File: src/cpu_settings.svh
`ifndef CPU_SETTINGS_SVH
`define CPU_SETTINGS_SVH

// bus and datapath widths
`define ADDR_W 32
`define DATA_W 32

// data memory depth in words
`define DMEM_WORDS 256

// one quotient bit per step
`define DIV_STEPS `DATA_W

`endif

File: src/cpu_pkg.sv
`include "cpu_settings.svh"

package cpu_pkg;

    typedef enum logic [2:0] {
        OP_NONE  = 3'd0,
        OP_ALU   = 3'd1,
        OP_LOAD  = 3'd2,
        OP_STORE = 3'd3,
        OP_DIV   = 3'd4
    } op_kind_e;

    // operation held at the commit stage
    typedef struct packed {
        op_kind_e             kind;
        logic [4:0]           rd;
        logic                 reg_we;
        logic                 csr_we;
        logic                 mret;
        logic                 div_rem;   // 1 selects remainder
        logic [`ADDR_W-1:0]   addr;
        logic [`DATA_W-1:0]   opa;       // store data or dividend
        logic [`DATA_W-1:0]   opb;       // divisor
        logic [`DATA_W-1:0]   alu_res;
        logic [`DATA_W/8-1:0] strb;
    } exec_op_t;

    typedef struct packed {
        logic               valid;
        logic [4:0]         rd;
        logic               reg_we;
        logic               csr_we;
        logic [`DATA_W-1:0] data;
    } wb_t;

    // master to slave
    typedef struct packed {
        logic [`ADDR_W-1:0]   awaddr;
        logic [2:0]           awprot;
        logic                 awvalid;
        logic [`DATA_W-1:0]   wdata;
        logic [`DATA_W/8-1:0] wstrb;
        logic                 wvalid;
        logic                 bready;
        logic [`ADDR_W-1:0]   araddr;
        logic [2:0]           arprot;
        logic                 arvalid;
        logic                 rready;
    } axil_req_t;

    // slave to master
    typedef struct packed {
        logic               awready;
        logic               wready;
        logic [1:0]         bresp;
        logic               bvalid;
        logic               arready;
        logic [`DATA_W-1:0] rdata;
        logic [1:0]         rresp;
        logic               rvalid;
    } axil_rsp_t;

    typedef struct packed {
        logic [`DATA_W-1:0] quot;
        logic [`DATA_W-1:0] rem;
    } div_res_t;

endpackage

File: src/commit_ctrl.sv
`timescale 1ns/1ps
`include "cpu_settings.svh"

module commit_ctrl (
    input  logic                clk,
    input  logic                rst_n,
    input  cpu_pkg::exec_op_t   op_i,
    input  logic                trap_in_i,
    input  logic                trap_jump_i,
    input  logic                halt_req_i,
    input  logic                iram_rstn_i,
    output cpu_pkg::axil_req_t  axi_req_o,
    input  cpu_pkg::axil_rsp_t  axi_rsp_i,
    output logic                div_start_o,
    input  logic                div_ready_i,
    output logic                commit_o,
    output logic                reg_we_o,
    output logic                csr_we_o,
    output logic [`DATA_W-1:0]  load_data_o,
    output logic                iram_rd_o,
    output logic                trap_stat_o
);
    import cpu_pkg::*;

    typedef enum logic {
        ST_IDLE = 1'b0,
        ST_WAIT = 1'b1
    } state_e;

    state_e state_q;
    state_e state_d;
    logic   go;
    logic   is_load;
    logic   is_store;
    logic   is_div;
    logic   ar_hs;
    logic   r_hs;
    logic   wr_ok;
    logic   wait_done;

    // no trap, no halt, instruction memory out of reset
    assign go       = ~trap_in_i & ~halt_req_i & iram_rstn_i;
    assign is_load  = (op_i.kind == OP_LOAD);
    assign is_store = (op_i.kind == OP_STORE);
    assign is_div   = (op_i.kind == OP_DIV);

    assign ar_hs = axi_req_o.arvalid & axi_rsp_i.arready;
    assign r_hs  = axi_rsp_i.rvalid & axi_req_o.rready & (axi_rsp_i.rresp == 2'b00);
    assign wr_ok = axi_rsp_i.awready & axi_rsp_i.wready;  // store lands this edge

    assign wait_done = (is_load & r_hs) | (is_div & div_ready_i);

    assign div_start_o = (state_q == ST_IDLE) & go & is_div;

    always_ff @(posedge clk or negedge rst_n) begin
        if (!rst_n) begin
            state_q <= ST_IDLE;
        end else begin
            state_q <= state_d;
        end
    end

    always_comb begin
        state_d = state_q;
        case (state_q)
            ST_IDLE: begin
                if (go & (div_start_o | ar_hs)) begin
                    state_d = ST_WAIT;
                end
            end
            ST_WAIT: begin
                // abort drops back so the op is retried
                if (~go | wait_done) begin
                    state_d = ST_IDLE;
                end
            end
            default: state_d = ST_IDLE;
        endcase
    end

    always_comb begin
        if (state_q == ST_IDLE) begin
            commit_o = go & ~is_load & ~is_div & (~is_store | wr_ok);
        end else begin
            commit_o = go & wait_done;
        end
    end

    // master channels straight from the op
    always_comb begin
        axi_req_o        = '0;
        axi_req_o.bready = 1'b1;
        axi_req_o.rready = 1'b1;
        load_data_o      = '0;
        if (state_q == ST_IDLE) begin
            axi_req_o.awaddr  = op_i.addr;
            axi_req_o.awvalid = go & is_store;
            axi_req_o.wdata   = op_i.opa;
            axi_req_o.wstrb   = op_i.strb;
            axi_req_o.wvalid  = go & is_store;
            axi_req_o.araddr  = op_i.addr;
            axi_req_o.arvalid = go & is_load;
        end else begin
            load_data_o = axi_rsp_i.rdata;  // only sampled on r_hs
        end
    end

    assign reg_we_o  = commit_o & op_i.reg_we;
    assign csr_we_o  = commit_o & op_i.csr_we;
    assign iram_rd_o = commit_o | trap_jump_i;  // fetch also follows a trap jump

    always_ff @(posedge clk or negedge rst_n) begin
        if (!rst_n) begin
            trap_stat_o <= 1'b0;
        end else if (!trap_stat_o) begin
            if (trap_jump_i) begin
                trap_stat_o <= 1'b1;  // entered handler
            end
        end else if (commit_o & op_i.mret) begin
            trap_stat_o <= 1'b0;  // handler returned
        end
    end

endmodule

File: config.mk
export PLATFORM = sky130hd
export DESIGN_NAME = commit_ctrl
export DESIGN_NICKNAME = d
export VERILOG_FILES = /design/src/cpu_pkg.sv /design/src/commit_ctrl.sv
export VERILOG_INCLUDE_DIRS = /design/src
export SDC_FILE = /design/constraint.sdc
export NUM_CORES = 1
export LEC_CHECK = 0
export BUFFER_PORTS_ARGS = -buffer_cell sky130_fd_sc_hd__buf_2
export CORE_AREA = 2 2 132 134
export DETAILED_ROUTE_END_ITERATION = 10
export DIE_AREA = 0 0 134 136
export GPL_ROUTABILITY_DRIVEN = 1
export GPL_TIMING_DRIVEN = 1
export HOLD_SLACK_MARGIN = 0.08
export PLACE_DENSITY = 0.38
export SYNTH_ARGS = -nofsm -noshare
export SYNTH_HDL_FRONTEND = slang
export SYNTH_SLANG_ARGS = --single-unit
File: constraint.sdc
create_clock -name clk -period 2.1 [get_ports clk]
set_input_delay 0.21 -clock clk [delete_from_list [all_inputs] [get_ports clk]]
set_output_delay 0.21 -clock clk [all_outputs]
set_load 0.03 [all_outputs]
==> flow_summary.json, run 1 <==
{
  "hold_viol": 0,
  "vdd_drop_max_uv": 193,
  "start_util_pct": 7.03,
  "dp_hpwl_mm": 4.77,
  "p_leak_nw": 1.52,
  "yosys.area_share.xor_xnor_pct": 0,
  "die_w_um": 134,
  "finalMaxSlewViolations": 0,
  "tns_ns": 0,
  "final_area_mm2": 0.00256,
  "port_buffers": 259,
  "power_switching_share_pct": 47.2,
  "synth_seq_cells": 2,
  "required_ns": 1.89,
  "end_kind": "output port",
  "layout-drive-gt1-share_pct": 67.5,
  "num_vias": 1876,
  "grt.overflow.total": 0,
  "nFillCells": 1963,
  "syn_area_mm2": 0.00119,
  "worstPathMaxFanout": 7,
  "synth_top_family_by_area": "simple AND/OR/NAND/NOR gates",
  "path_class": "reg2out",
  "synth_cells": 180,
  "die_h_um": 136,
  "gr-usage-all-layers_pct": 4.76,
  "syn_area_per_cell_um2": 6.59,
  "fp.coreArea_mm2": 0.0169,
  "rows": 48,
  "pwr-share-comb_pct": 63.1,
  "ios": 341,
  "synth_mux_area_share_pct": 0,
  "finClkSkew_ns": 0.00325,
  "internal_power_mw": 0.495,
  "fin_crit_sh_pct": 91.5,
  "post_dp_cell_area_mm2": 0.00247,
  "cts_tree": "done",
  "seq_area_um2": 51.3,
  "worstPathArrival_ns": 1.71,
  "yosysWarnings": 0,
  "routed_wl_mm": 5.39,
  "ys_top_cells_by_area": "nor2b_1, buf_4, and2_1",
  "synth_top_area_share_pct": 35.9,
  "route.detailed.wl_per_inst_um": 8.62,
  "hold_class": "in2reg",
  "crit_path_cell_trace": "or2_1 -> a311oi_2 -> and2_1 -> buf_2",
  "synth_largest_area_cell": "nor2b_1",
  "ys_seq_area_share_pct": 4.22,
  "pwr-share-clk_pct": 32.4,
  "grt_pass1_wl_mm": 7.13,
  "drc": 0,
  "crit_slowest_cell": "dfrtp_2",
  "fin_nets": 593,
  "synth_compound_area_share_pct": 2.95,
  "clkLatencyLatePin_ns": 0.23,
  "clock_path_buffers": 2,
  "rsz0062_at_grt": "no",
  "viasPerCell": 3.00,
  "slowest_delay_ns": 0.45,
  "grt_max_degree": 60,
  "power_density_mw_per_mm2": 366,
  "synth_cell_type_count": 23,
  "areaGrowthSynthToFinish_pct": 116,
  "drv_cap": 0,
  "grt_pass1_vias": 1552,
  "htree_levels": 1,
  "root_buffer": "clkbuf_16",
  "p_switching_mw": 0.444,
  "cts_buffers": 3,
  "synthSimpleGateAreaFrac_pct": 62.0,
  "fin_crit_ns": 1.92,
  "multi_input_area_um2": 807,
  "stdcell_count": 625,
  "place_congestion": 0.701,
  "synthAdderAreaFrac_pct": 0,
  "ant_nets": 0,
  "cts.sinks": 2,
  "seqPwrFrac_pct": 4.4,
  "cp-start-kind": "flip-flop",
  "diodes": 0,
  "total_power_mw": 0.939,
  "drtIter0Drc": 38,
  "clkTransAtPathRegs_ns": 0.03,
  "design.die.area_mm2": 0.0182,
  "postCtsSetupBuffers": 0,
  "antenna_found_initial": 0,
  "fmax_ghz": 0.520,
  "dp_cells": 620,
  "drtPass1Iterations": 4,
  "setup_viol_count_final": 0,
  "status": "complete, no violations"
}
## state kept, by name (all words and copies together) (netlist names)
register / cells
trap_stat_o: 1
state_q: 1
## critical path: cells and delay by family, from the launching register on
kind                   cells  cell delay (ns)
flip-flops                 1             0.45
AND/OR/NAND/NOR            2             0.45
AO/OA/AOI/OAI              1             0.40
buffers and inverters      1             0.19
## metal layers
layer	GRT usage (%)	vias to the layer above	wire, µm
met3	0.671	3	640
met2	9.80	157	2810
met1	5.11	774	1910
li1	-	942	-
met5	0	-	0
met4	0.887	0	19
## cells by family after synthesis
logic type	Yosys count
buf+inv	54
other cells	2
compound gates	4
simple gates	118
flops	2
## repair_timing
| action | CTS | global route |
|---|---|---|
| hold endpoints to repair | 2 | 0 |
| setup endpoints to repair | 0 | 0 |
| hold buffers | 1 | 0 |
| gates resized for setup | 0 | 0 |
## cell type report
class	instances	share of cell area (%)
repair buffers	263	52.3
multi-input cells	130	31.5
well taps	225	11.0
clock buffers	4	3.07
flip-flops and latches	2	2.00
inverters	1	0.146
## cells in the final DEF (no fill, tap or decap), drive strengths merged
master       instances
dlygate4sd3          1
clkbuf               4
inv                  1
or2                  2
nand2                1
nand2b               1
nand4                1
a31oi                1
nor2                 3
conb                 8
nor3b                3
nand3b               1
a21oi                1
nand3                2
dfrtp                2
nor2b               68
a311oi               2
nor4                 2
and2                34
buf                262
## worst paths after layout
kind / from / end / slack (ns) / depth (start not counted)
min in group asynchronous: rst_n / state_q$_DFF_PN0_ / 0.32 / 2
worst max register to register: state_q$_DFF_PN0_ / trap_stat_o$_DFF_PN0_ / 0.70 / 3
max in group asynchronous: rst_n / state_q$_DFF_PN0_ / 1.68 / 2
worst max-delay path: state_q$_DFF_PN0_ / csr_we_o / 0.18 / 4
worst min register to register: trap_stat_o$_DFF_PN0_ / trap_stat_o$_DFF_PN0_ / 0.48 / 1
worst min-delay path: op_i[133] / trap_stat_o$_DFF_PN0_ / 0.17 / 2
## through the flow
stage / utilization, % / hold WS (ns) / worst slack (ns)
finish: 15.2 / 0.167 / 0.178
global placement: 14.7 / -0.00114 / 0.277
global route: 15.2 / 0.172 / 0.0920
detailed placement: 14.7 / -0.00373 / 0.302
CTS: 15.2 / 0.168 / 0.162
floorplan: - / -0.0856 / 0.0964
## synthesized netlist by cell type
library cell  count
dfrtp_1           2
nor4_1            2
inv_1             1
a311oi_2          1
or2_2             1
nand2b_1          1
or2_1             1
nand4_1           1
clkbuf_2          1
nor3b_1           2
clkbuf_1         11
a21oi_1           1
a31oi_1           1
nor2_1            3
and2_1           34
conb_1            2
buf_4            41
a311oi_1          1
nand3b_1          1
nand2_1           1
nor2b_1          68
nand3_1           2
nor3b_2           1
## power groups by stage
stage	clock network (mW)	logic, mW	registers, mW
6_report	0.305	0.593	0.0416
5_1_grt	0.313	0.631	0.0419
4_1_cts	0.309	0.598	0.0416
3_5_place_dp	0	0.595	0.0420
3_3_place_gp	0	0.599	0.0422
2_1_floorplan	0	0.425	0.0432
No activity file was read; power rests on OpenSTA's default activity.
==> inputs of run 2 (changes only) <==
- ABC_AREA: unset -> 1
- CORE_AREA: 2 2 132 134 -> 2 2 131 133
- DIE_AREA: 0 0 134 136 -> 0 0 133 135
- PLACE_DENSITY: 0.38 -> 0.4
==> run 2 against run 1 <==
Against the previous run:
- sequential share of layout area hardly changed
- die area is 1.5% lower
- area after synthesis is 13% higher
- first-iteration DRC count is 2.6% lower
- hold slack better by 0.047 ns
- combinational power is 3.9% higher
- synthesized cell count is 66% higher
- routed wire length is 7.9% higher
==> flow_summary.json, run 2 <==
{
  "status": "complete, no violations",
  "start_util_pct": 8.19,
  "root_buffer": "clkbuf_16",
  "worstPathMaxFanout": 4,
  "fin_crit_ns": 1.80,
  "pre_cts_slack_ns": 0.508,
  "drtIter0Drc": 37,
  "rows": 47,
  "end_kind": "output port",
  "setup_viol_count_final": 0,
  "synth_top_area_share_pct": 30.7,
  "vdd_drop_max_uv": 251,
  "synthTopCellsByCount": "inv_1, nor2_1, nand2_1",
  "finClkSkew_ns": 0.00204,
  "finalMaxSlewViolations": 0,
  "tns_ns": 0,
  "power_density_mw_per_mm2": 353,
  "synth_largest_area_cell": "inv_1",
  "ys_top_cells_by_area": "inv_1, buf_4, nor2_1",
  "p_switching_mw": 0.467,
  "grt.overflow.total": 0,
  "nFillCells": 1937,
  "syn_area_per_cell_um2": 4.49,
  "clkLatencyLatePin_ns": 0.22,
  "synth_most_common_cell": "inv_1",
  "antenna_found_initial": 1,
  "hold_class": "in2reg",
  "die_h_um": 135,
  "postCtsSetupBuffers": 0,
  "crit_slowest_cell": "dfrtp_4",
  "grt_pass1_wl_mm": 8.30,
  "grt_pass1_vias": 1868,
  "ys_seq_area_share_pct": 3.72,
  "power_switching_share_pct": 49.0,
  "cts_tree": "done",
  "num_vias": 2188,
  "mostFrequentLayoutCells": "buf_2, inv_1, nor2_1",
  "ys.flop_type": "dfrtp_1",
  "cp-start-kind": "flip-flop",
  "ios": 341,
  "final_area_mm2": 0.00270,
  "fmax_ghz": 0.555,
  "routed_wl_mm": 5.81,
  "drv_cap": 0,
  "p_leak_nw": 2.17,
  "final_core_util_pct": 16.5,
  "pwr-share-comb_pct": 64.7,
  "async_reset_ff_share_pct": 100,
  "fin_nets": 712,
  "clkTransAtPathRegs_ns": 0.03,
  "cts.sinks": 2,
  "gr-usage-all-layers_pct": 5.54,
  "largest_registers": "state_q: 1 flops, trap_stat_o: 1 flops",
  "rsz0062_at_grt": "no",
  "die_w_um": 133,
  "worstPathArrival_ns": 1.59,
  "syn_area_mm2": 0.00134,
  "drc": 0,
  "cts_buffers": 3,
  "yosysWarnings": 0,
  "grt_max_degree": 80,
  "synth-edff-count": 0,
  "path_class": "reg2out",
  "synth_cells": 299,
  "layout-drive-gt1-share_pct": 51.4,
  "synth_top_family_by_area": "buffers and inverters",
  "diodes": 0,
  "route.detailed.wl_per_inst_um": 7.86,
  "clock_path_buffers": 2,
  "layout_commonest_cell": "buf_2",
  "hold_viol": 0,
  "crit_path_cell_trace": "inv_1 -> nand3_1 -> nor2_1 -> nand2_1 -> nand2_2 -> inv_1 -> nor2_1 -> buf_2",
  "areaGrowthSynthToFinish_pct": 101,
  "crit_family": "simple AND/OR/NAND/NOR gates",
  "design.die.area_mm2": 0.0180,
  "fin_crit_sh_pct": 85.9,
  "pwr-share-clk_pct": 30.9,
  "required_ns": 1.89,
  "post_dp_cell_area_mm2": 0.00261,
  "viasPerCell": 2.96,
  "synth_cell_type_count": 14,
  "finalWorstSetupSlack_ns": 0.297,
  "path_buf_inv": 3,
  "internal_power_mw": 0.486,
  "slowest_delay_ns": 0.48,
  "yosys.area_share.xor_xnor_pct": 0,
  "htree_levels": 1,
  "drtPass1Iterations": 4,
  "place_congestion": 0.756,
  "fp.coreArea_mm2": 0.0164,
  "synth_seq_cells": 2,
  "synthAdderAreaFrac_pct": 0,
  "seqPwrFrac_pct": 4.4,
  "dp_hpwl_mm": 5.13,
  "synthSimpleGateAreaFrac_pct": 37.8,
  "synth_mux_area_share_pct": 0,
  "ant_nets": 0,
  "holdWs_ns": 0.215,
  "port_buffers": 259,
  "synth_compound_area_share_pct": 0.745
}
## run 2: cell types whose count changed after synthesis, sizes merged, moves of 2 or more
cell and delta:
a311oi -2, nand2 +44, nor3b -3, and2 -34
inv +109, nand3 +2, clkbuf -6, buf +5
nor4 -2, nor2b -68, nor2 +76
## run 2: cell type report
cell class              count  area (µm²)  area share, %
flip-flops and latches      2        53.8           1.99
clock buffers               4        78.8           2.92
multi-input cells         141         548           20.3
well taps                 220         275           10.2
repair buffers            262        1330           49.4
inverters                 110         413           15.3
## run 2: final timing paths
kind | startpoint | end | slack (ns) | cells after the start
worst max register to register | state_q$_DFF_PN0_ | trap_stat_o$_DFF_PN0_ | 0.89 | 6
min in group asynchronous | rst_n | state_q$_DFF_PN0_ | 0.30 | 2
max in group asynchronous | rst_n | state_q$_DFF_PN0_ | 1.69 | 2
worst min-delay path | axi_rsp_i[35] | state_q$_DFF_PN0_ | 0.21 | 3
worst min register to register | trap_stat_o$_DFF_PN0_ | trap_stat_o$_DFF_PN0_ | 0.56 | 2
worst max-delay path | state_q$_DFF_PN0_ | reg_we_o | 0.30 | 8
## run 2: worst register-to-register path, cell delays in order (launching register included)
cell     delay, ns
dfrtp_4       0.48
inv_1         0.08
nand3_1       0.15
nor2_1        0.14
nand2_1       0.07
nand2_2       0.10
a21oi_1       0.07
## run 2: through the flow
stage / cells / power (mW)
global route: 739 / 1.01
CTS: 739 / 0.965
floorplan: 305 / 0.482
global placement: 734 / 0.663
finish: 739 / 0.953
detailed placement: 734 / 0.663
## run 2: cell families (layout without fill, tap and decap cells)
family,Yosys count,count (layout)
flip-flops,2,2
other,2,8
buffers and inverters,162,376
AO/OA/AOI/OAI,2,2
AND/OR/NAND/NOR,131,131
## run 2: power groups by stage
stage          clock [mW]  sequential (mW)  combinational [mW]
2_1_floorplan           0           0.0434               0.439
3_3_place_gp            0           0.0421               0.621
3_5_place_dp            0           0.0422               0.621
4_1_cts             0.299           0.0418               0.624
5_1_grt             0.304           0.0421               0.663
6_report            0.295           0.0418               0.616
## run 2: per-layer routing
metal	part of all wire (%)	wire length, µm	track usage (%)
met1	35	2060	5.45
met2	51	2990	11.7
met3	12	724	1.50
met4	0.29	17	0.717
met5	0.28	16	0
## run 2: what timing repair did
action / CTS / global route
hold buffers: 1 / 0
hold endpoints to repair: 2 / 0
endpoints found under the setup margin: 0 / 0
resized for setup: 0 / 0
