--- config.mk ---
export PLATFORM = sky130hd
export DESIGN_NAME = wb_stage
export DESIGN_NICKNAME = d
export VERILOG_FILES = /design/src/cpu_pkg.sv /design/src/wb_stage.sv
export VERILOG_INCLUDE_DIRS = /design/src
export SDC_FILE = /design/constraint.sdc
export NUM_CORES = 1
export LEC_CHECK = 0
export BUFFER_PORTS_ARGS = -buffer_cell sky130_fd_sc_hd__buf_2
export CORE_AREA = 2 2 110 112
export DETAILED_ROUTE_END_ITERATION = 7
export DIE_AREA = 0 0 112 114
export GPL_TIMING_DRIVEN = 0
export HOLD_SLACK_MARGIN = 0.05
export PLACE_DENSITY = 0.6
export SLEW_MARGIN = 15
export SYNTH_ARGS = -nofsm -noshare
export SYNTH_HDL_FRONTEND = slang
export SYNTH_SLANG_ARGS = --single-unit
--- constraint.sdc ---
create_clock -name clk -period 1.2 [get_ports clk]
set_input_delay 0.36 -clock clk [delete_from_list [all_inputs] [get_ports clk]]
set_output_delay 0.36 -clock clk [all_outputs]
set_load 0.02 [all_outputs]
--- src/cpu_settings.svh ---
`ifndef CPU_SETTINGS_SVH
`define CPU_SETTINGS_SVH

// bus and datapath widths
`define ADDR_W 32
`define DATA_W 32

// data memory depth in words
`define DMEM_WORDS 256

// one quotient bit per step
`define DIV_STEPS `DATA_W

`endif

--- src/cpu_pkg.sv ---
`include "cpu_settings.svh"

package cpu_pkg;

    typedef enum logic [2:0] {
        OP_NONE  = 3'd0,
        OP_ALU   = 3'd1,
        OP_LOAD  = 3'd2,
        OP_STORE = 3'd3,
        OP_DIV   = 3'd4
    } op_kind_e;

    // operation held at the commit stage
    typedef struct packed {
        op_kind_e             kind;
        logic [4:0]           rd;
        logic                 reg_we;
        logic                 csr_we;
        logic                 mret;
        logic                 div_rem;   // 1 selects remainder
        logic [`ADDR_W-1:0]   addr;
        logic [`DATA_W-1:0]   opa;       // store data or dividend
        logic [`DATA_W-1:0]   opb;       // divisor
        logic [`DATA_W-1:0]   alu_res;
        logic [`DATA_W/8-1:0] strb;
    } exec_op_t;

    typedef struct packed {
        logic               valid;
        logic [4:0]         rd;
        logic               reg_we;
        logic               csr_we;
        logic [`DATA_W-1:0] data;
    } wb_t;

    // master to slave
    typedef struct packed {
        logic [`ADDR_W-1:0]   awaddr;
        logic [2:0]           awprot;
        logic                 awvalid;
        logic [`DATA_W-1:0]   wdata;
        logic [`DATA_W/8-1:0] wstrb;
        logic                 wvalid;
        logic                 bready;
        logic [`ADDR_W-1:0]   araddr;
        logic [2:0]           arprot;
        logic                 arvalid;
        logic                 rready;
    } axil_req_t;

    // slave to master
    typedef struct packed {
        logic               awready;
        logic               wready;
        logic [1:0]         bresp;
        logic               bvalid;
        logic               arready;
        logic [`DATA_W-1:0] rdata;
        logic [1:0]         rresp;
        logic               rvalid;
    } axil_rsp_t;

    typedef struct packed {
        logic [`DATA_W-1:0] quot;
        logic [`DATA_W-1:0] rem;
    } div_res_t;

endpackage

--- src/wb_stage.sv ---
`timescale 1ns/1ps
`include "cpu_settings.svh"

module wb_stage (
    input  logic                clk,
    input  logic                rst_n,
    input  logic                commit_i,
    input  cpu_pkg::exec_op_t   op_i,
    input  logic                reg_we_i,
    input  logic                csr_we_i,
    input  logic [`DATA_W-1:0]  load_data_i,
    input  cpu_pkg::div_res_t   div_res_i,
    output cpu_pkg::wb_t        wb_o
);
    import cpu_pkg::*;

    logic [`DATA_W-1:0] result;
    logic               valid_q;
    logic [4:0]         rd_q;
    logic               reg_we_q;
    logic               csr_we_q;
    logic [`DATA_W-1:0] data_q;

    always_comb begin
        case (op_i.kind)
            OP_LOAD: result = load_data_i;
            OP_DIV:  result = op_i.div_rem ? div_res_i.rem : div_res_i.quot;
            default: result = op_i.alu_res;  // alu, store and bubbles
        endcase
    end

    always_ff @(posedge clk or negedge rst_n) begin
        if (!rst_n) begin
            valid_q <= 1'b0;
        end else begin
            valid_q <= commit_i;  // one strobe per commit
        end
    end

    always_ff @(posedge clk) begin
        if (commit_i) begin
            rd_q     <= op_i.rd;
            reg_we_q <= reg_we_i;
            csr_we_q <= csr_we_i;
            data_q   <= result;
        end
    end

    assign wb_o = '{valid: valid_q, rd: rd_q, reg_we: reg_we_q, csr_we: csr_we_q, data: data_q};

endmodule

==> run metrics, run 1 <==
status complete, but fails checks; violated checks setup timing; Final min period 1592 ps; critical path startpoint category input port; Critical Path RT 1220 ps; share of layout cells above drive strength 1 59.37%; Fin. Hold Viols 0; antenna cells 0; Starting Density 17.96%; initial antenna violation count 0; VDD IR max 0.4379 mV; Max Clk Rate 0.6282 GHz; drt wl/cell 14.91 um; Syn Inst Count 157; Root Buffer clkbuf_16; 1st-iter DRT viols 109; dpl hpwl 5909 um; Setup CP Type input port to flip-flop; cells along the critical path buf_6 -> or3b_1 -> buf_6 -> nor2b_4 -> buf_6 -> a221o_1; PwrDens 1167 mW/mm^2; Hold WC Path Type input port to flip-flop; crit-path leading delay family simple AND/OR/NAND/NOR gates; Avg Cell Area, Syn 13.40 sq um; GRT Overall Usage 11.18%; Slew headroom 62.62%; Seq pwr share 42.7%; DRT Pass-1 Iters 4; Clock power frac 33.4%; leakage power 1.661 nW; PortBufs 180; CTS H-tree lvls 2; vias per std cell 4.225; number of buffers on the longest clock path 2; measured slew at the worst slew-check pin 560.7 ps; Crit path largest cell delay 380 ps; Max Cap Viol 0; Mapped Area 0.002103 sq mm; logic gate share of total power 23.9%; Slowest cell on crit path or3b_1; crit end category flip-flop; gpl congestion 0.7722; CTS Sinks 40; CTS clk-pin slew, worst paths 60 ps; Final nets 591; vias in the first global route 2,086; P&R area growth vs syn 66.15%; FP Rows 40; Yosys reg bits 40; Final period util 132.7%; Util after Layout 29.84%; Seq/Total Area, Yosys 56.87%; syn nets 402; P_int 0.003016 W; I/O pin cnt 285; chip width 112 um; critical path fanouts, max 6; Antenna Nets Post-Route 0; DRC 0; Detailed Route WL 7368 um; synth warn 0; CTS tree built; DR vias 2,087; Fin Setup TNS -11,180 ps; Net Sw Frac 26.07%; first-pass GRT wire length 10,890 um; grt total ovfl 0; RSZ-0062 raised after global routing true; Most Frequent Cell on Critical Path buf_6; Distinct cells, synth 13; Crit path arrival time 1610 ps; Finished Cell Area 0.003495 sq mm; worst hold slack 253.1 ps; final slew viol count 0; largest net degree at the start of global routing 41; DIE AREA 0.01277 sq mm; die height 114 um; Psw 0.001064 W; final worst setup slack -391.9 ps; core area 0.01171 sq mm; CTS buffer count 5; Buf+Inv Stages, Crit Path 3; endpoints failing setup 33; DP Area 0.003188 sq mm
-- kinds of logic after synthesis --
family,after synthesis,share of synthesized area (%)
and+or+nand+nor,35,7.377
DFF,40,56.87
muxes,32,15.23
AOI/OAI and AO/OA,32,15.23
buffers and inverters,18,5.294
-- cell usage in the layout, fill, tap and decap left out --
| cell type | n |
|---|---|
| buf_2 | 164 |
| edfxtp_1 | 39 |
| mux2i_1 | 32 |
| nor2_1 | 32 |
| a221o_1 | 32 |
| buf_6 | 23 |
| clkbuf_16 | 5 |
| buf_4 | 5 |
| clkbuf_2 | 4 |
| clkbuf_1 | 3 |
| nor3b_4 | 1 |
| or3b_1 | 1 |
| nor2b_4 | 1 |
| clkinvlp_4 | 1 |
| clkbuf_8 | 1 |
| dlygate4sd3_1 | 1 |
| clkbuf_4 | 1 |
| dfrtp_1 | 1 |
-- through the flow --
stage,worst slack (ps),cells,power (W)
finish,-391.9,494,0.004080
global route,-408.8,494,0.004271
CTS,-431.6,491,0.004070
detailed placement,-910.4,484,0.002674
global placement,-893.2,484,0.002657
floorplan,-562.4,157,0.002208
-- sequential cells by signal (all words and copies together) (netlist names) --
name / cells
data_q: 32
reg_we_q: 1
csr_we_q: 1
rd_q: 5
valid_q: 1
-- power groups by stage --
| stage | registers, W | logic [W] | clock network, W |
|---|---|---|---|
| floorplan | 0.00193 | 0.000281 | 0 |
| global route | 0.00176 | 0.00105 | 0.00147 |
| detailed placement | 0.00176 | 0.000915 | 0 |
| global placement | 0.00176 | 0.000902 | 0 |
| finish | 0.00174 | 0.000975 | 0.00136 |
| CTS | 0.00173 | 0.000925 | 0.00141 |
-- synthesized netlist by cell type --
| cell | count | area share, % |
|---|---|---|
| buf_4 | 3 | 1.1 |
| buf_2 | 2 | 0.48 |
| nor2b_4 | 1 | 0.65 |
| or3b_1 | 1 | 0.42 |
| a221o_1 | 32 | 15 |
| edfxtp_1 | 39 | 56 |
| buf_1 | 3 | 0.54 |
| clkbuf_1 | 6 | 1.1 |
| nor2_1 | 32 | 5.7 |
| mux2i_1 | 32 | 15 |
| nor3b_2 | 1 | 0.59 |
| dfrtp_1 | 1 | 1.2 |
| buf_6 | 4 | 2.1 |
-- worst paths after layout --
check,slack [ps],startpoint,cells past startpoint,endpoint
hold / removal,250,op_i[137],1,rd_q[1]$_DFFE_PP_
max in group asynchronous,730,rst_n,2,valid_q$_DFF_PN0_
setup / recovery,-390,op_i[142],6,data_q[19]$_DFFE_PP_
min in group asynchronous,380,rst_n,2,valid_q$_DFF_PN0_
-- final cells by class --
cell class | count | area (sq um)
fillers | 1240 | 8217
repair buffers | 186 | 1070
multi-input cells | 99 | 802.0
flip-flops and latches | 40 | 1196
clock buffers | 7 | 142.6
well taps | 147 | 183.9
clock inverters | 1 | 7.507
plain buffers | 14 | 92.59
-- layer usage --
layer	global-route usage [%]	vias up	wire, um
met5	0	-	0
met1	14.21	993	3220
met4	3.496	0	89
met3	2.497	7	455
li1	-	1004	-
met2	19.03	83	3604
-- timing repair --
action / in CTS / in global routing
cloned: 1 / 0
setup endpoints to repair: 38 / 89
resized for setup: 15 / 40
buffers inserted: 1 / 3
hold buffers: 1 / 0
pin swaps: 4 / 5
hold endpoints to repair: 1 / 0
No activity file was read; power rests on OpenSTA's default activity.
==> run 2, diff against run 1 <==
--- a/config.mk
+++ b/config.mk
@@ -7,11 +7,12 @@
 export NUM_CORES = 1
 export LEC_CHECK = 0
+export ABC_AREA = 1
 export BUFFER_PORTS_ARGS = -buffer_cell sky130_fd_sc_hd__buf_2
-export CORE_AREA = 2 2 110 112
+export CORE_AREA = 2 2 109 111
 export DETAILED_ROUTE_END_ITERATION = 7
-export DIE_AREA = 0 0 112 114
+export DIE_AREA = 0 0 111 113
 export GPL_TIMING_DRIVEN = 0
 export HOLD_SLACK_MARGIN = 0.05
-export PLACE_DENSITY = 0.6
+export PLACE_DENSITY = 0.64
 export SLEW_MARGIN = 15
 export SYNTH_ARGS = -nofsm -noshare
==> constraint.sdc (replaced) <==
create_clock -name clk -period 1.2 [get_ports clk]
set_input_delay 0.24 -clock clk [delete_from_list [all_inputs] [get_ports clk]]
set_output_delay 0.24 -clock clk [all_outputs]
set_load 0.02 [all_outputs]
==> run 2 against run 1 <==
  * The flow now finishes without violations
  * Sequential share of layout area fell by 2.2 points
  * Clock power is 9.6% higher
  * Clock-buffer cell count shrank 1
  * Non-clock buffer count grew 9
  * Sequential power about the same
  * Critical path depth down 4
  * Final area is 7.0% higher
  * Routed wire length up 20%
  * Final cell count rose by 28%
==> run metrics, run 2 <==
GRT Overall Usage 13.97%; CTS tree built; CTS clk-pin slew, worst paths 60 ps; VDD IR max 0.5429 mV; critical path fanouts, max 1; PwrDens 1120 mW/mm^2; 1st-iter DRT viols 187; Yosys reg bits 40; Starting Density 22.07%; vias per std cell 4.517; P&R area growth vs syn 50.35%; cells along the critical path buf_4 -> buf_2; status complete, no violations; PortBufs 179; gpl congestion 0.8368; Antenna Nets Post-Route 0; Buf+Inv Stages, Crit Path 2; Slowest cell on crit path edfxtp_1; drt wl/cell 14.01 um; worst hold slack 139.4 ps; Worst Hold Path EP csr_we_q$_DFFE_PP_; Util after Layout 33.18%; Final min period 1155 ps; core area 0.01127 sq mm; initial antenna violation count 2; Max Cap Viol 0; I/O pin cnt 285; crit-path leading delay family flip-flops; syn nets 545; Max Clk Rate 0.8661 GHz; CTS buffer count 5; Seq/Total Area, Yosys 48.09%; Crit path largest cell delay 360 ps; Critical Path RT 960 ps; FP Rows 39; Mapped Area 0.002487 sq mm; Distinct cells, synth 16; DR vias 2,855; chip width 111 um; commonest non-fill, non-tap cell in the layout buf_2; leakage power 1.870 nW; most frequent cells after synthesis nand2_1, nand3_1, edfxtp_1; DIE AREA 0.01254 sq mm; number of buffers on the longest clock path 2; Largest regs data_q x32, rd_q x5; most frequent cells in the layout buf_2, nand3_1, nand2_1, edfxtp_1; Hold WC Path Type input port to flip-flop; total setup buffers inserted after CTS 0; Hold Crit Depth 1; grt total ovfl 0; first-pass GRT wire length 14,080 um; RSZ-0062 raised after global routing false; Fin. Hold Viols 0; Final nets 732; Setup CP Type flip-flop to primary output; DRC 0; Synth async-reset ratio 2.500%; Syn Inst Count 300; endpoints failing setup 0; synth warn 0; Worst path depth 2; final slew viol count 0; dpl hpwl 7116 um; Crit path arrival time 910 ps; Post-synth EDFFs 39; Final period util 96.22%; Synth area leaders edfxtp_1, nand3_1, nand2_1; Root Buffer clkbuf_16; Detailed Route WL 8853 um; Slew headroom 37.81%; Synth Flop Type edfxtp_1; die height 113 um; hold path startpoint csr_we_i; measured slew at the worst slew-check pin 932.9 ps; CTS Sinks 40; critical path startpoint category flip-flop; DRT Pass-1 Iters 4; total power 0.004190 W; crit end category primary output; Avg Cell Area, Syn 8.291 sq um; Most flops, register data_q; largest area contributor in the netlist edfxtp_1; CTS H-tree lvls 2; vias in the first global route 2,851; post-synth top area share 47.08%; Largest register FFs 32; largest net degree at the start of global routing 41; share of layout cells above drive strength 1 45.08%
-- run 2: what timing repair did --
action / CTS / global route
hold endpoints to repair: 1 / 0
resized for setup: 0 / 2
hold buffers: 1 / 0
setup endpoints to repair: 0 / 9
-- run 2: layer usage --
layer  wire length, um  GRT usage (%)  vias up
li1                  -              -     1416
met1              3828          17.55     1295
met2              4140          23.39      128
met3               719          4.285       14
met4               150          3.833        2
met5                13              0        -
-- run 2: worst max-delay path by stage --
stage | from | endpoint
2_1_floorplan | op_i[142] | data_q[0]$_DFFE_PP_
3_3_place_gp | op_i[132] | data_q[15]$_DFFE_PP_
3_5_place_dp | op_i[132] | data_q[15]$_DFFE_PP_
4_1_cts | op_i[132] | data_q[15]$_DFFE_PP_
5_1_grt | reg_we_q$_DFFE_PP_ | wb_o[33]
6_report | csr_we_q$_DFFE_PP_ | wb_o[32]
-- run 2: metrics by stage --
step / setup WS (ps) / setup TNS [ps] / area (sq um) / std cells
2_1_floorplan: 128.2 / 0 / 2487 / 300
3_3_place_gp: -261.8 / -10590 / 3562 / 622
3_5_place_dp: -274.9 / -11760 / 3562 / 622
4_1_cts: 17.94 / 0 / 3736 / 631
5_1_grt: 16.90 / 0 / 3737 / 631
6_report: 45.36 / 0 / 3740 / 632
-- run 2: report_power, final --
group          switching, W  total [W]  internal [W]
sequential        0.0000358    0.00173       0.00170
combinational      0.000566   0.000968      0.000402
clock              0.000512    0.00149      0.000978
total               0.00111    0.00419       0.00308
-- run 2: kinds of logic (layout without fill, tap and decap cells) --
logic type,after synthesis,count (layout),share of synthesized area [%]
simple gates,165,165,32.19
compound gates,32,32,6.438
other cells,0,1,0
flops,40,40,48.09
buf+inv,63,251,13.28
-- run 2: cell type report --
cell class / count / area (sq um)
Fill cell: 1202 / 7532
Sequential cell: 40 / 1196
Multi-Input combinational cell: 197 / 960.9
Timing Repair Buffer: 180 / 905.9
Buffer: 29 / 203.9
Tap cell: 143 / 178.9
Clock buffer: 6 / 128.9
Inverter: 34 / 127.6
Clock inverter: 2 / 35.03
Antenna cell: 1 / 2.502
==> run 3, diff against run 2 <==
Settings changed: BUFFER_PORTS_ARGS -buffer_cell sky130_fd_sc_hd__buf_2 to -buffer_cell sky130_fd_sc_hd__buf_4, CTS_CLUSTER_DIAMETER set to 120.
==> run 3 against run 2 <==
  * Combinational power rose by 20%
  * Via count fell by 0.25%
  * Sequential share of layout area fell by 3.4 points
  * Largest cell class is now buffers
  * Setup slack improved by 4.8 ps
  * Critical endpoint is now wb_o[33]
  * Critical path depth did not move
  * Die area did not move
  * Core utilization rose by 3.9 points
  * Hold slack got worse by 0.95 ps
==> run metrics, run 3 (synthesized netlist as in run 2, its figures left out) <==
CTS clk-pin slew, worst paths 60 ps; GRT Overall Usage 13.96%; Root Buffer clkbuf_16; Finished Cell Area 0.004178 sq mm; Slowest cell on crit path edfxtp_1; grt total ovfl 0; gpl congestion 0.8108; Antenna Nets Post-Route 0; DIE AREA 0.01254 sq mm; DP Worst Slack -249.7 ps; measured slew at the worst slew-check pin 508.7 ps; DRC 0; 1st-iter DRT viols 180; CTS tree built; FP Rows 39; Final period util 95.82%; critical path fanouts, max 1; Hold WC Path Type input port to flip-flop; Crit path arrival time 910 ps; Slew headroom 66.09%; Fin. Hold Viols 0; final worst setup slack 50.15 ps; Final min period 1150 ps; Largest register FFs 32; CTS Sinks 40; Setup CP Type flip-flop to primary output; cells along the critical path buf_4 -> buf_4; endpoints failing setup 0; core area 0.01127 sq mm; die height 113 um; DP Area 0.004010 sq mm; number of buffers on the longest clock path 2; VDD IR max 0.5166 mV; crit end category primary output; Crit path largest cell delay 360 ps; first-pass GRT wire length 14,120 um; most frequent cells in the layout buf_4, nand3_1, nand2_1, edfxtp_1; PwrDens 1051 mW/mm^2; total setup buffers inserted after CTS 0; Critical Path RT 960 ps; Most Frequent Cell on Critical Path buf_4; PortBufs 179; vias in the first global route 2,894; dpl hpwl 7245 um; largest net degree at the start of global routing 41; chip width 111 um; P&R area growth vs syn 67.96%; Starting Density 22.07%; Fin Setup TNS 0 ps; Most flops, register data_q; Max Cap Viol 0; commonest non-fill, non-tap cell in the layout buf_4; Final nets 731; Max Clk Rate 0.8697 GHz; DRT Pass-1 Iters 4; hold path startpoint reg_we_i; I/O pin cnt 285; vias per std cell 4.521; Largest regs data_q x32, rd_q x5; share of layout cells above drive strength 1 44.97%; Detailed Route WL 9093 um; CTS H-tree lvls 2; leakage power 2.021 nW; antenna cells 0; DR vias 2,848; drt wl/cell 14.43 um; crit path launch reg_we_q$_DFFE_PP_; final slew viol count 0; critical path startpoint category flip-flop; initial antenna violation count 0; RSZ-0062 raised after global routing false; CTS buffer count 5; status complete, no violations
-- run 3: cell count changes in the layout (fill, tap and decap cells not counted) --
cell,delta
buf_2,-179
buf_4,+178
diode_2,-1
-- run 3: path summary, 6_finish.rpt --
check                      cells past startpoint  slack [ps]                 end
max in group asynchronous                      2         840   valid_q$_DFF_PN0_
worst max-delay path                           2          50            wb_o[33]
worst min-delay path                           1         140  reg_we_q$_DFFE_PP_
min in group asynchronous                      2         280   valid_q$_DFF_PN0_
-- run 3: per-layer routing --
metal  vias to the layer above  global-route usage [%]  share of wire [%]
met5                         -                       0                  0
met4                         0                   3.500                1.4
met3                         8                   3.696                8.0
met2                       142                   24.34                 48
met1                      1289                   17.27                 43
li1                       1409                       -                  -
-- run 3: power by group --
part | leakage (nW) | switching [W] | internal [W]
sequential | 0.392 | 0.0000406 | 0.00170
combinational | 1.55 | 0.000571 | 0.000594
clock | 0.0808 | 0.000511 | 0.000978
total | 2.02 | 0.00112 | 0.00327
-- run 3: what timing repair did --
item	4_1_cts	5_1_grt
endpoints found under the hold margin	1	0
setup endpoints to repair	0	8
hold buffers	1	0
resized for setup	0	2
-- run 3: cell type report --
type | instances | area, sq um
buffer | 28 | 196.4
clock buffer | 6 | 128.9
clock inverter | 2 | 35.03
fill | 1179 | 7094
inverter | 34 | 127.6
multi-input combinational | 197 | 960.9
sequential | 40 | 1196
tap | 143 | 178.9
timing repair buffer | 180 | 1354
-- run 3: worst max-delay path: cells and delay by family (launching register included) --
family,cells,cell delay (ps)
flip-flops,1,360
buffers and inverters,2,270
-- run 3: metrics by stage --
step                power [W]  instances  hold WS [ps]  util, %
global placement     0.002922        622         15.44    35.58
detailed placement   0.002940        622         16.23    35.58
floorplan            0.002255        300        -55.59        -
CTS                  0.004455        631         132.5    37.12
finish               0.004389        630         138.5    37.06
global route         0.004593        630         127.9    37.06
