**config.mk**
```make
export PLATFORM = sky130hd
export DESIGN_NAME = serial_divider
export DESIGN_NICKNAME = d
export VERILOG_FILES = /design/src/cpu_pkg.sv /design/src/serial_divider.sv
export VERILOG_INCLUDE_DIRS = /design/src
export SDC_FILE = /design/constraint.sdc
export NUM_CORES = 1
export LEC_CHECK = 0
export BUFFER_PORTS_ARGS = -buffer_cell sky130_fd_sc_hd__buf_2
export CAP_MARGIN = 40
export CORE_MARGIN = 3
export CORE_UTILIZATION = 30
export DETAILED_ROUTE_END_ITERATION = 6
export PLACE_DENSITY = 0.53
export SLEW_MARGIN = 20
export SYNTH_ARGS = -nofsm -noshare
export SYNTH_HDL_FRONTEND = slang
export SYNTH_SLANG_ARGS = --single-unit
```
**constraint.sdc**
```tcl
create_clock -name clk -period 3.1 [get_ports clk]
set_clock_uncertainty 0.15 [all_clocks]
set_input_delay 0.155 -clock clk [delete_from_list [all_inputs] [get_ports clk]]
set_output_delay 0.155 -clock clk [all_outputs]
set_load 0.01 [all_outputs]
```
**src/cpu_settings.svh**
```systemverilog
`ifndef CPU_SETTINGS_SVH
`define CPU_SETTINGS_SVH

// bus and datapath widths
`define ADDR_W 32
`define DATA_W 32

// data memory depth in words
`define DMEM_WORDS 256

// one quotient bit per step
`define DIV_STEPS `DATA_W

`endif

```
**src/cpu_pkg.sv**
```systemverilog
`include "cpu_settings.svh"

package cpu_pkg;

    typedef enum logic [2:0] {
        OP_NONE  = 3'd0,
        OP_ALU   = 3'd1,
        OP_LOAD  = 3'd2,
        OP_STORE = 3'd3,
        OP_DIV   = 3'd4
    } op_kind_e;

    // operation held at the commit stage
    typedef struct packed {
        op_kind_e             kind;
        logic [4:0]           rd;
        logic                 reg_we;
        logic                 csr_we;
        logic                 mret;
        logic                 div_rem;   // 1 selects remainder
        logic [`ADDR_W-1:0]   addr;
        logic [`DATA_W-1:0]   opa;       // store data or dividend
        logic [`DATA_W-1:0]   opb;       // divisor
        logic [`DATA_W-1:0]   alu_res;
        logic [`DATA_W/8-1:0] strb;
    } exec_op_t;

    typedef struct packed {
        logic               valid;
        logic [4:0]         rd;
        logic               reg_we;
        logic               csr_we;
        logic [`DATA_W-1:0] data;
    } wb_t;

    // master to slave
    typedef struct packed {
        logic [`ADDR_W-1:0]   awaddr;
        logic [2:0]           awprot;
        logic                 awvalid;
        logic [`DATA_W-1:0]   wdata;
        logic [`DATA_W/8-1:0] wstrb;
        logic                 wvalid;
        logic                 bready;
        logic [`ADDR_W-1:0]   araddr;
        logic [2:0]           arprot;
        logic                 arvalid;
        logic                 rready;
    } axil_req_t;

    // slave to master
    typedef struct packed {
        logic               awready;
        logic               wready;
        logic [1:0]         bresp;
        logic               bvalid;
        logic               arready;
        logic [`DATA_W-1:0] rdata;
        logic [1:0]         rresp;
        logic               rvalid;
    } axil_rsp_t;

    typedef struct packed {
        logic [`DATA_W-1:0] quot;
        logic [`DATA_W-1:0] rem;
    } div_res_t;

endpackage

```
**src/serial_divider.sv**
```systemverilog
`timescale 1ns/1ps
`include "cpu_settings.svh"

module serial_divider (
    input  logic                clk,
    input  logic                rst_n,
    input  logic                start_i,
    input  logic [`DATA_W-1:0]  dividend_i,
    input  logic [`DATA_W-1:0]  divisor_i,
    output logic                ready_o,
    output cpu_pkg::div_res_t   res_o
);

    localparam int CNT_W = $clog2(`DIV_STEPS + 1);

    logic               busy_q;
    logic               done_q;
    logic [CNT_W-1:0]   cnt_q;
    logic [`DATA_W-1:0] quo_q;
    logic [`DATA_W-1:0] rem_q;
    logic [`DATA_W-1:0] dsr_q;
    logic [`DATA_W:0]   rem_sh;
    logic [`DATA_W:0]   trial;

    // shift in next dividend bit and try the subtract
    assign rem_sh = {rem_q, quo_q[`DATA_W-1]};
    assign trial  = rem_sh - {1'b0, dsr_q};

    always_ff @(posedge clk or negedge rst_n) begin
        if (!rst_n) begin
            busy_q <= 1'b0;
            done_q <= 1'b0;
            cnt_q  <= '0;
        end else begin
            done_q <= 1'b0;
            if (start_i) begin
                busy_q <= 1'b1;  // restart even if busy
                cnt_q  <= CNT_W'(`DIV_STEPS);
            end else if (busy_q) begin
                cnt_q <= cnt_q - 1'b1;
                if (cnt_q == CNT_W'(1)) begin
                    busy_q <= 1'b0;
                    done_q <= 1'b1;  // last step
                end
            end
        end
    end

    // a zero divisor never borrows, giving all ones and rem = dividend
    always_ff @(posedge clk) begin
        if (start_i) begin
            quo_q <= dividend_i;
            rem_q <= '0;
            dsr_q <= divisor_i;
        end else if (busy_q) begin
            if (!trial[`DATA_W]) begin
                rem_q <= trial[`DATA_W-1:0];
                quo_q <= {quo_q[`DATA_W-2:0], 1'b1};
            end else begin
                rem_q <= rem_sh[`DATA_W-1:0];
                quo_q <= {quo_q[`DATA_W-2:0], 1'b0};
            end
        end
    end

    assign ready_o    = done_q;
    assign res_o.quot = quo_q;
    assign res_o.rem  = rem_q;

endmodule

```
==> results.py, run 1 <==
metrics = {
    "floorplanning": {
        "boundaryPins": 132,
        "die_width_um": 147,
        "start_util_pct": 31.2,
        "die_area_mm2": 0.0216,
        "fp.dieH_um": 147,
        "core_area_mm2": 0.0191,
        "row_count": 50,
    },
    "synthesis": {
        "synth_fp_nets": 671,
        "syn_inst": 569,
        "syn_area_per_cell_um2": 10.5,
        "synth-edff-count": 64,
        "synth_area_mm2": 0.00597,
        "synth_cell_types": 56,
        "yosysWarningCount": 0,
        "synthArstFlopShare_pct": 7.69,
        "ys_seq_elements": 104,
        "ys.flop_type": "edfxtp_1",
        "seq_area_frac_synth_pct": 46.3,
    },
    "global_route": {
        "grt_usage_pct": 14.9,
        "first_global_vias": 5263,
        "grt_max_degree": 53,
        "grt.overflow.total": 0,
        "antenna_found_initial": 1,
        "grt_pass1_wl_um": 26200,
    },
    "critical_path": {
        "critPathMaxFanout": 9,
        "cp_cell_sequence": "inv_2, ha_2, fa_2, or2b_1, a21o_1, a21oi_2, o21ai_2, a31oi_4, a41oi_4, xnor2_4, buf_12, mux2i_2, a211oi_1",
        "endpoint_kind": "flop",
        "critPathArrivalTime_ns": 3.25,
        "cp-start-kind": "flop",
        "crit_type": "flop to flop",
        "worst-endpoint-required_ns": 3.16,
        "slowest_stage": "edfxtp_1",
        "critical_path.max_stage_delay_ns": 0.37,
    },
    "final_layout": {
        "area_delta_synth_final_pct": 36.9,
        "fillerInstances": 1919,
        "multiInputGateArea_mm2": 0.00296,
        "seq_area_mm2": 0.00276,
        "nets": 886,
        "final_cell_mix": "130 x buf_2, 66 x dlygate4sd3_1, 64 x edfxtp_1",
        "drive_above_1_share_pct": 29.0,
        "final_common_cell": "buf_2",
        "instances_no_fill": 1050,
        "stdcell_area_mm2": 0.00817,
    },
    "route": {
        "drtPass1Iterations": 4,
        "post_drt_wl_per_cell_um": 15.3,
        "post_drt_via_cell_ratio": 4.80,
        "drc": 0,
        "final_antenna_net_count": 0,
        "drt_iter0_drc": 250,
        "wl_um": 16100,
        "vias": 5045,
    },
    "sta": {
        "timing.final.crit_share_pct": 103,
        "timing.final.ws_setup_ns": -0.0944,
        "setup_viol": 24,
        "rsz0062_at_grt": "yes",
        "finalHoldViolations": 0,
        "slew_headroom_pct": 54.1,
        "report.final.slew_viol_count": 0,
        "period_needed_ns": 3.19,
        "tightest_slew_ns": 0.688,
        "fmax_ghz": 0.313,
    },
    "place": {
        "dp_worst_setup_slack_ns": -0.101,
        "dp_hpwl_um": 11400,
        "gp_congestion": 0.844,
        "placed_cell_area_mm2": 0.00704,
        "placedCellCount": 959,
        "io_buffers": 131,
    },
    "clock_network": {
        "htreeDepth": 3,
        "clockBufferDepth": 2,
        "cts_inserted_buffers": 9,
        "clk_latency_ns": 0.36,
        "root_buffer": "clkbuf_16",
        "cts.clk_slew.worst_paths_ns": 0.08,
        "cts_tree": "yes",
        "clock_sinks": 104,
    },
    "power_and_ir_drop": {
        "pwr_density_cell_mw_per_mm2": 854,
        "cellLeakagePower_nw": 3.71,
        "p_int_mw": 4.25,
        "pwr-share-clk_pct": 18.6,
        "p_sw_mw": 2.73,
        "p_sw_share_pct": 39.1,
        "combPwrFrac_pct": 50.8,
        "power_mw": 6.98,
        "ir_worst_vdd_mv": 0.352,
        "sequentialPowerShare_pct": 30.5,
    },
    "hold_path": {
        "hp-class": "primary input to async pin",
    },
    "flow_run": {
        "cap_viol_max_count": 0,
    },
    "status": {
        "violations": "setup timing",
        "status": "finished with violations",
    },
}
-- stage by stage --
stage | util (%) | setup TNS, ns | hold WS [ns]
3_3_place_gp | 36.8 | 0 | -0.148
4_1_cts | 42.3 | -1.21 | 0.0419
3_5_place_dp | 36.8 | -0.286 | -0.140
5_1_grt | 42.7 | -6.48 | 0.0593
2_1_floorplan | - | -0.00282 | -0.291
6_report | 42.7 | -0.739 | 0.0413
-- Yosys cell counts, types with 2 or more instances --
cell type / n / area, µm²
o21ai_0: 19 / 95.1
buf_6: 3 / 33.8
nor2_1: 46 / 173
mux2_2: 31 / 349
ha_1: 34 / 425
a311oi_1: 2 / 17.5
dfrtp_1: 8 / 200
mux2i_1: 29 / 290
o22ai_1: 2 / 12.5
clkbuf_1: 16 / 60.1
a31o_2: 4 / 35.0
a21oi_1: 37 / 185
nand4_1: 5 / 31.3
dfxtp_1: 32 / 641
a22o_1: 2 / 17.5
nor3_1: 6 / 30.0
o211ai_1: 4 / 30.0
buf_1: 2 / 7.51
a221oi_1: 2 / 17.5
nand2_1: 42 / 158
and3_1: 4 / 25.0
xnor2_1: 21 / 184
o31ai_1: 3 / 22.5
o21bai_1: 3 / 22.5
edfxtp_1: 64 / 1920
nand2b_1: 6 / 37.5
a31oi_1: 4 / 25.0
inv_1: 47 / 176
a21o_1: 19 / 143
nor4_1: 3 / 18.8
xor2_1: 12 / 105
buf_2: 3 / 15.0
nor3b_1: 2 / 15.0
and2_1: 2 / 12.5
and4_1: 2 / 17.5
a211oi_1: 24 / 180
nand3_1: 5 / 25.0
-- path summary, 6_finish.rpt --
| path | from | end | slack, ns | cells past startpoint |
|---|---|---|---|---|
| max | quo_q[31] | rem_q[18] | -0.09 | 13 |
| min | rst_n | cnt_q[0] | 0.04 | 2 |
| max reg2reg | quo_q[31] | rem_q[18] | -0.09 | 13 |
| min reg2reg | rem_q[2] | rem_q[2] | 0.35 | 2 |
| max in group asynchronous | rst_n | cnt_q[2] | 2.59 | 2 |
| min in group clk | rem_q[2] | rem_q[2] | 0.35 | 2 |
-- state kept, by name, indices dropped and copies added (netlist names) --
name / count
ready_o: 1
rem_q: 32
busy_q: 1
cnt_q: 6
dsr_q: 32
quo_q: 32
-- layer usage --
layer,track usage [%],part of all wire [%],vias up
met3,4.47,6.3,16
met5,0,0,-
met2,25.4,47,149
met1,18.4,45,2389
met4,3.68,1.4,0
li1,-,-,2491
-- layout make-up --
| cell class | instances | area share (%) |
|---|---|---|
| multi-input cells | 394 | 36.2 |
| flip-flops and latches | 104 | 33.8 |
| repair buffers | 228 | 19.8 |
| well taps | 260 | 3.98 |
| clock buffers | 9 | 2.76 |
| inverters | 47 | 2.16 |
| clock inverters | 7 | 1.33 |
| diodes | 1 | 0.0306 |
-- worst max-delay path: cells and delay by family (launching register included) --
| family | cells | cell delay, ns |
|---|---|---|
| AND/OR/NAND/NOR | 1 | 0.26 |
| adder cells (fa/ha/maj) | 2 | 0.54 |
| multiplexers | 1 | 0.25 |
| XOR/XNOR | 1 | 0.31 |
| AO/OA/AOI/OAI | 6 | 0.92 |
| buffers and inverters | 2 | 0.24 |
| flip-flops | 1 | 0.37 |
-- repair_timing --
action | CTS | global route
hold buffers | 66 | 0
resized for setup | 6 | 11
buffers inserted | 4 | 3
hold endpoints to repair | 80 | 0
cloned | 1 | 0
setup endpoints to repair | 31 | 32
pin swaps | 6 | 1
-- cell families after synthesis --
| family | count (synthesis) | synth area share, % |
|---|---|---|
| AO/OA/AOI/OAI | 136 | 15.5 |
| XOR/XNOR | 34 | 5.30 |
| adder cells (fa/ha/maj) | 35 | 7.46 |
| buffers and inverters | 71 | 4.90 |
| flip-flops | 104 | 46.3 |
| multiplexers | 60 | 10.7 |
| AND/OR/NAND/NOR | 129 | 9.83 |
-- power groups by stage --
stage / combinational, mW / clock (mW) / sequential (mW)
finish: 3.55 / 1.30 / 2.13
detailed placement: 3.27 / 0 / 2.15
global placement: 3.22 / 0 / 2.15
CTS: 3.47 / 1.35 / 2.13
floorplan: 2.21 / 0 / 2.21
global route: 3.92 / 1.40 / 2.18
No activity file was read; power rests on OpenSTA's default activity.
==> run 2: changes to the inputs <==
ABC_CLOCK_PERIOD_IN_PS = 2650   (was unset)
clock period = 2.65 ns   (was 3.1 ns; I/O delays follow)
==> results.py, run 2 (same netlist as run 1, synthesis figures left out) <==
metrics = {
    "global_route": {
        "grt_usage_pct": 16.3,
        "grt_pass1_wl_um": 28600,
        "first_global_vias": 5770,
        "grt_max_degree": 41,
        "grt.overflow.total": 0,
        "antenna_found_initial": 0,
    },
    "hold_path": {
        "hp-class": "primary input to flop",
        "hold-path-endpoint": "dsr_q[19]",
        "min_path_cells": 2,
        "min_from": "divisor_i[19]",
    },
    "sta": {
        "tightest_slew_ns": 0.496,
        "period_needed_ns": 3.22,
        "setup_viol": 33,
        "timing.final.crit_share_pct": 122,
        "timing.final.ws_setup_ns": -0.572,
        "slew_headroom_pct": 66.7,
        "fmax_ghz": 0.310,
        "rsz0062_at_grt": "yes",
        "report.final.slew_viol_count": 0,
        "finalHoldViolations": 0,
    },
    "critical_path": {
        "critPathMaxFanout": 6,
        "endpoint_kind": "flop",
        "cp-start-kind": "flop",
        "r2r_end": "rem_q[6]",
        "r2r_slack_ns": -0.57,
        "reg2reg_from": "quo_q[31]",
        "r2r_cells": 14,
        "crit_type": "flop to flop",
        "worst-endpoint-required_ns": 2.74,
        "critPathArrivalTime_ns": 3.31,
    },
    "power_and_ir_drop": {
        "ir_worst_vdd_mv": 0.332,
        "p_int_mw": 5.64,
        "p_sw_share_pct": 38.8,
        "pwr-share-clk_pct": 15.3,
        "p_sw_mw": 3.58,
        "combPwrFrac_pct": 59.0,
        "cellLeakagePower_nw": 4.25,
        "pwr_density_cell_mw_per_mm2": 1020,
        "sequentialPowerShare_pct": 25.7,
    },
    "clock_network": {
        "clockBufferDepth": 2,
        "cts_tree": "yes",
        "htreeDepth": 3,
        "clock_sinks": 104,
        "root_buffer": "clkbuf_16",
        "clk_latency_ns": 0.37,
        "cts_inserted_buffers": 9,
        "cts.clk_slew.worst_paths_ns": 0.09,
    },
    "floorplanning": {
        "core_area_mm2": 0.0191,
        "row_count": 50,
        "fp.dieH_um": 147,
        "die_area_mm2": 0.0216,
        "die_width_um": 147,
        "start_util_pct": 31.2,
        "boundaryPins": 132,
    },
    "final_layout": {
        "instances_no_fill": 1154,
        "multiInputGateArea_mm2": 0.00304,
        "final_cell_mix": "130 x buf_2, 126 x buf_4, 67 x dlygate4sd3_1",
        "final_common_cell": "buf_2",
        "drive_above_1_share_pct": 38.7,
        "fillerInstances": 1819,
        "largestRegisters": "dsr_q: 32 flops, quo_q: 32 flops, rem_q: 32 flops",
        "diodes": 0,
        "nets": 991,
        "seq_area_mm2": 0.00276,
        "stdcell_area_mm2": 0.00908,
        "area_delta_synth_final_pct": 52.0,
    },
    "status": {
        "violations": "setup timing",
        "status": "finished with violations",
    },
    "route": {
        "drc": 0,
        "post_drt_wl_per_cell_um": 15.0,
        "final_antenna_net_count": 0,
        "post_drt_via_cell_ratio": 4.73,
        "vias": 5458,
        "wl_um": 17300,
        "drt_iter0_drc": 326,
        "drtPass1Iterations": 5,
    },
    "place": {
        "placedCellCount": 1041,
        "gp_congestion": 0.896,
        "dp_hpwl_um": 12500,
        "io_buffers": 131,
        "placed_cell_area_mm2": 0.00764,
    },
    "flow_run": {
        "cap_viol_max_count": 0,
    },
}
run 2: how the worst max path moves through the flow:
stage | slack (ns) | start | to | cells past startpoint
2_1_floorplan | -0.45 | quo_q[31] | rem_q[27] | 13
6_report | -0.57 | quo_q[31] | rem_q[6] | 14
3_5_place_dp | -0.55 | quo_q[31] | rem_q[8] | 13
4_1_cts | -0.57 | quo_q[31] | rem_q[6] | 14
5_1_grt | -0.77 | dsr_q[0] | rem_q[6] | 13
3_3_place_gp | -0.46 | quo_q[31] | rem_q[6] | 13
run 2: final cells by class:
cell class                      count  share of cell area (%)
Multi-Input combinational cell    394                    33.4
Sequential cell                   104                    30.4
Clock buffer                        9                    2.48
Clock inverter                      7                   0.992
Timing Repair Buffer              333                    27.1
Inverter                           47                    1.94
Tap cell                          260                    3.58
run 2: metal layers:
| metal | wire [µm] | vias to the layer above | track usage [%] |
|---|---|---|---|
| met5 | 0 | - | 0 |
| met4 | 219 | 0 | 3.54 |
| met3 | 1100 | 24 | 4.57 |
| met2 | 8440 | 181 | 28.4 |
| met1 | 7590 | 2555 | 20.1 |
| li1 | - | 2698 | - |
run 2: power groups by stage:
stage          registers, mW  clock network [mW]  logic [mW]
2_1_floorplan           2.59                   0        2.59
3_3_place_gp            2.38                   0        4.61
3_5_place_dp            2.40                   0        4.70
4_1_cts                 2.37                1.46        5.31
5_1_grt                 2.42                1.52        5.94
6_report                2.37                1.41        5.44
run 2: timing repair:
action	in CTS	in global routing
endpoints found under the setup margin	33	33
hold buffers	67	0
resized for setup	14	19
hold endpoints to repair	77	0
setup buffers	26	2
cloned	3	0
pin swaps	20	15
run 2: stage by stage:
step	util [%]	setup slack (ns)	power (mW)	TNS, ns	hold slack [ns]
floorplan	-	-0.453	5.17	-13.14	-0.313
global placement	39.9	-0.462	7.00	-13.74	-0.168
detailed placement	39.9	-0.554	7.09	-16.38	-0.165
CTS	46.9	-0.574	9.13	-17.07	0.304
global route	47.4	-0.766	9.88	-22.54	0.297
finish	47.4	-0.572	9.22	-16.30	0.314
run 2: worst max-delay path, cell delays in order (launching register included):
cell and delay [ns]:
edfxtp_1 0.38, inv_2 0.07, ha_4 0.17, fa_2 0.34
or2b_1 0.25, a21o_1 0.19, a21oi_2 0.18, o21ai_2 0.11
a31oi_4 0.19, a41oi_4 0.17, xnor2_4 0.26, buf_12 0.17
buf_12 0.14, mux2i_2 0.24, a211oi_2 0.09
==> run 3: changes to the inputs <==
ABC_CLOCK_PERIOD_IN_PS = 2750   (was 2650)
clock period = 2.75 ns   (was 2.65 ns; I/O delays follow)
==> results.py, run 3 (same netlist as run 1, synthesis figures left out) <==
metrics = {
    "route": {
        "post_drt_wl_per_cell_um": 14.7,
        "drc": 0,
        "final_antenna_net_count": 0,
        "post_drt_via_cell_ratio": 4.67,
        "drt_iter0_drc": 244,
        "vias": 5190,
        "wl_um": 16300,
        "drtPass1Iterations": 4,
    },
    "floorplanning": {
        "die_area_mm2": 0.0216,
        "start_util_pct": 31.2,
        "die_width_um": 147,
        "core_area_mm2": 0.0191,
        "row_count": 50,
        "fp.dieH_um": 147,
        "boundaryPins": 132,
    },
    "status": {
        "violations": "setup timing",
        "status": "finished with violations",
    },
    "sta": {
        "report.final.slew_viol_count": 0,
        "setup_viol": 33,
        "hold_ws_ns": 0.0285,
        "finalHoldViolations": 0,
        "timing.final.crit_share_pct": 113,
        "rsz0062_at_grt": "yes",
        "period_needed_ns": 3.11,
        "timing.final.ws_setup_ns": -0.358,
        "tightest_slew_ns": 0.456,
        "fmax_ghz": 0.322,
        "slew_headroom_pct": 69.5,
    },
    "critical_path": {
        "worst-endpoint-required_ns": 2.87,
        "critPathArrivalTime_ns": 3.23,
        "critPathMaxFanout": 7,
        "endpoint_kind": "flop",
        "cp-start-kind": "flop",
        "crit_type": "flop to flop",
    },
    "clock_network": {
        "cts_tree": "yes",
        "cts.clk_slew.worst_paths_ns": 0.08,
        "htreeDepth": 3,
        "clk_latency_ns": 0.36,
        "root_buffer": "clkbuf_16",
        "clockBufferDepth": 2,
        "clock_sinks": 104,
        "cts_inserted_buffers": 9,
    },
    "global_route": {
        "grt.overflow.total": 0,
        "first_global_vias": 5446,
        "grt_pass1_wl_um": 26900,
        "antenna_found_initial": 0,
        "grt_max_degree": 73,
        "grt_usage_pct": 15.1,
    },
    "final_layout": {
        "fillerInstances": 1861,
        "final_cell_mix": "130 x buf_2, 86 x buf_4, 67 x dlygate4sd3_1",
        "final_common_cell": "buf_2",
        "stdcell_area_mm2": 0.00863,
        "largestRegisters": "dsr_q: 32 flops, quo_q: 32 flops, rem_q: 32 flops",
        "nets": 948,
        "area_delta_synth_final_pct": 44.6,
        "diodes": 0,
        "postLayoutCoreUtil_pct": 45.1,
        "drive_above_1_share_pct": 34.2,
    },
    "hold_path": {
        "hp-class": "primary input to flop",
    },
    "power_and_ir_drop": {
        "pwr_density_cell_mw_per_mm2": 955,
        "cellLeakagePower_nw": 4.01,
        "ir_worst_vdd_mv": 0.368,
    },
    "place": {
        "gp_congestion": 0.881,
        "dp_worst_setup_slack_ns": -0.378,
        "placed_cell_area_mm2": 0.00752,
        "dp_hpwl_um": 11800,
        "io_buffers": 131,
    },
    "flow_run": {
        "cap_viol_max_count": 0,
    },
}
run 3: cell types whose count changed in the layout (fill, tap and decap cells not counted), sizes merged:
cell / change
buf: -44
clkbuf: +1
clkinv: -3
inv: +3
run 3: path summary, 6_finish.rpt:
check	startpoint	slack (ns)	end	cells after the start
max	dsr_q[0]	-0.36	rem_q[29]	13
min	start_i	0.03	cnt_q[2]	2
max reg2reg	dsr_q[0]	-0.36	rem_q[29]	13
min reg2reg	cnt_q[5]	0.38	cnt_q[5]	2
max in group asynchronous	rst_n	1.03	cnt_q[2]	4
min in group asynchronous	rst_n	0.49	cnt_q[1]	3
run 3: repair_timing:
item | CTS | global route
setup buffers | 1 | 5
endpoints found under the hold margin | 72 | 0
pin swaps | 1 | 5
hold buffers | 67 | 0
resized for setup | 6 | 10
endpoints found under the setup margin | 33 | 33
cloned | 0 | 1
run 3: per-stage QoR:
stage | TNS, ns | power (mW) | std cells
2_1_floorplan | -9.88 | 4.99 | 569
3_3_place_gp | -7.74 | 6.60 | 1021
3_5_place_dp | -10.91 | 6.66 | 1021
4_1_cts | -11.07 | 8.12 | 1105
5_1_grt | -15.75 | 8.87 | 1111
6_report | -9.94 | 8.24 | 1111
run 3: final cells by class:
type / instances / area, µm² / area share [%]
Multi-Input combinational cell: 394 / 2980 / 34.5
Sequential cell: 104 / 2760 / 32.0
Timing Repair Buffer: 290 / 2090 / 24.3
Tap cell: 260 / 325 / 3.77
Clock buffer: 9 / 225 / 2.61
Inverter: 47 / 176 / 2.04
Clock inverter: 7 / 72.6 / 0.841
run 3: routing by layer:
layer	up-vias	GRT usage [%]	share of wire, %	wire length (µm)
li1	2614	-	-	-
met1	2418	19.0	45	7260
met2	134	25.6	48	7820
met3	24	3.64	5.1	838
met4	0	4.80	2.3	371
met5	-	0	0	0
run 3: power breakdown:
| group | internal, mW | switching (mW) | leakage, nW |
|---|---|---|---|
| sequential | 2.05 | 0.254 | 1.01 |
| clock | 0.644 | 0.660 | 0.143 |
| combinational | 2.35 | 2.28 | 2.86 |
run 3: critical path, cell delays in order, from the launching register on:
cell      delay, ns
edfxtp_1       0.43
ha_4           0.19
fa_2           0.34
or2b_1         0.25
a21o_1         0.18
a21oi_2        0.18
o21ai_2        0.11
a31oi_4        0.18
a41oi_4        0.16
xnor2_4        0.18
buf_6          0.14
buf_8          0.13
nand2b_4       0.13
a311oi_2       0.25
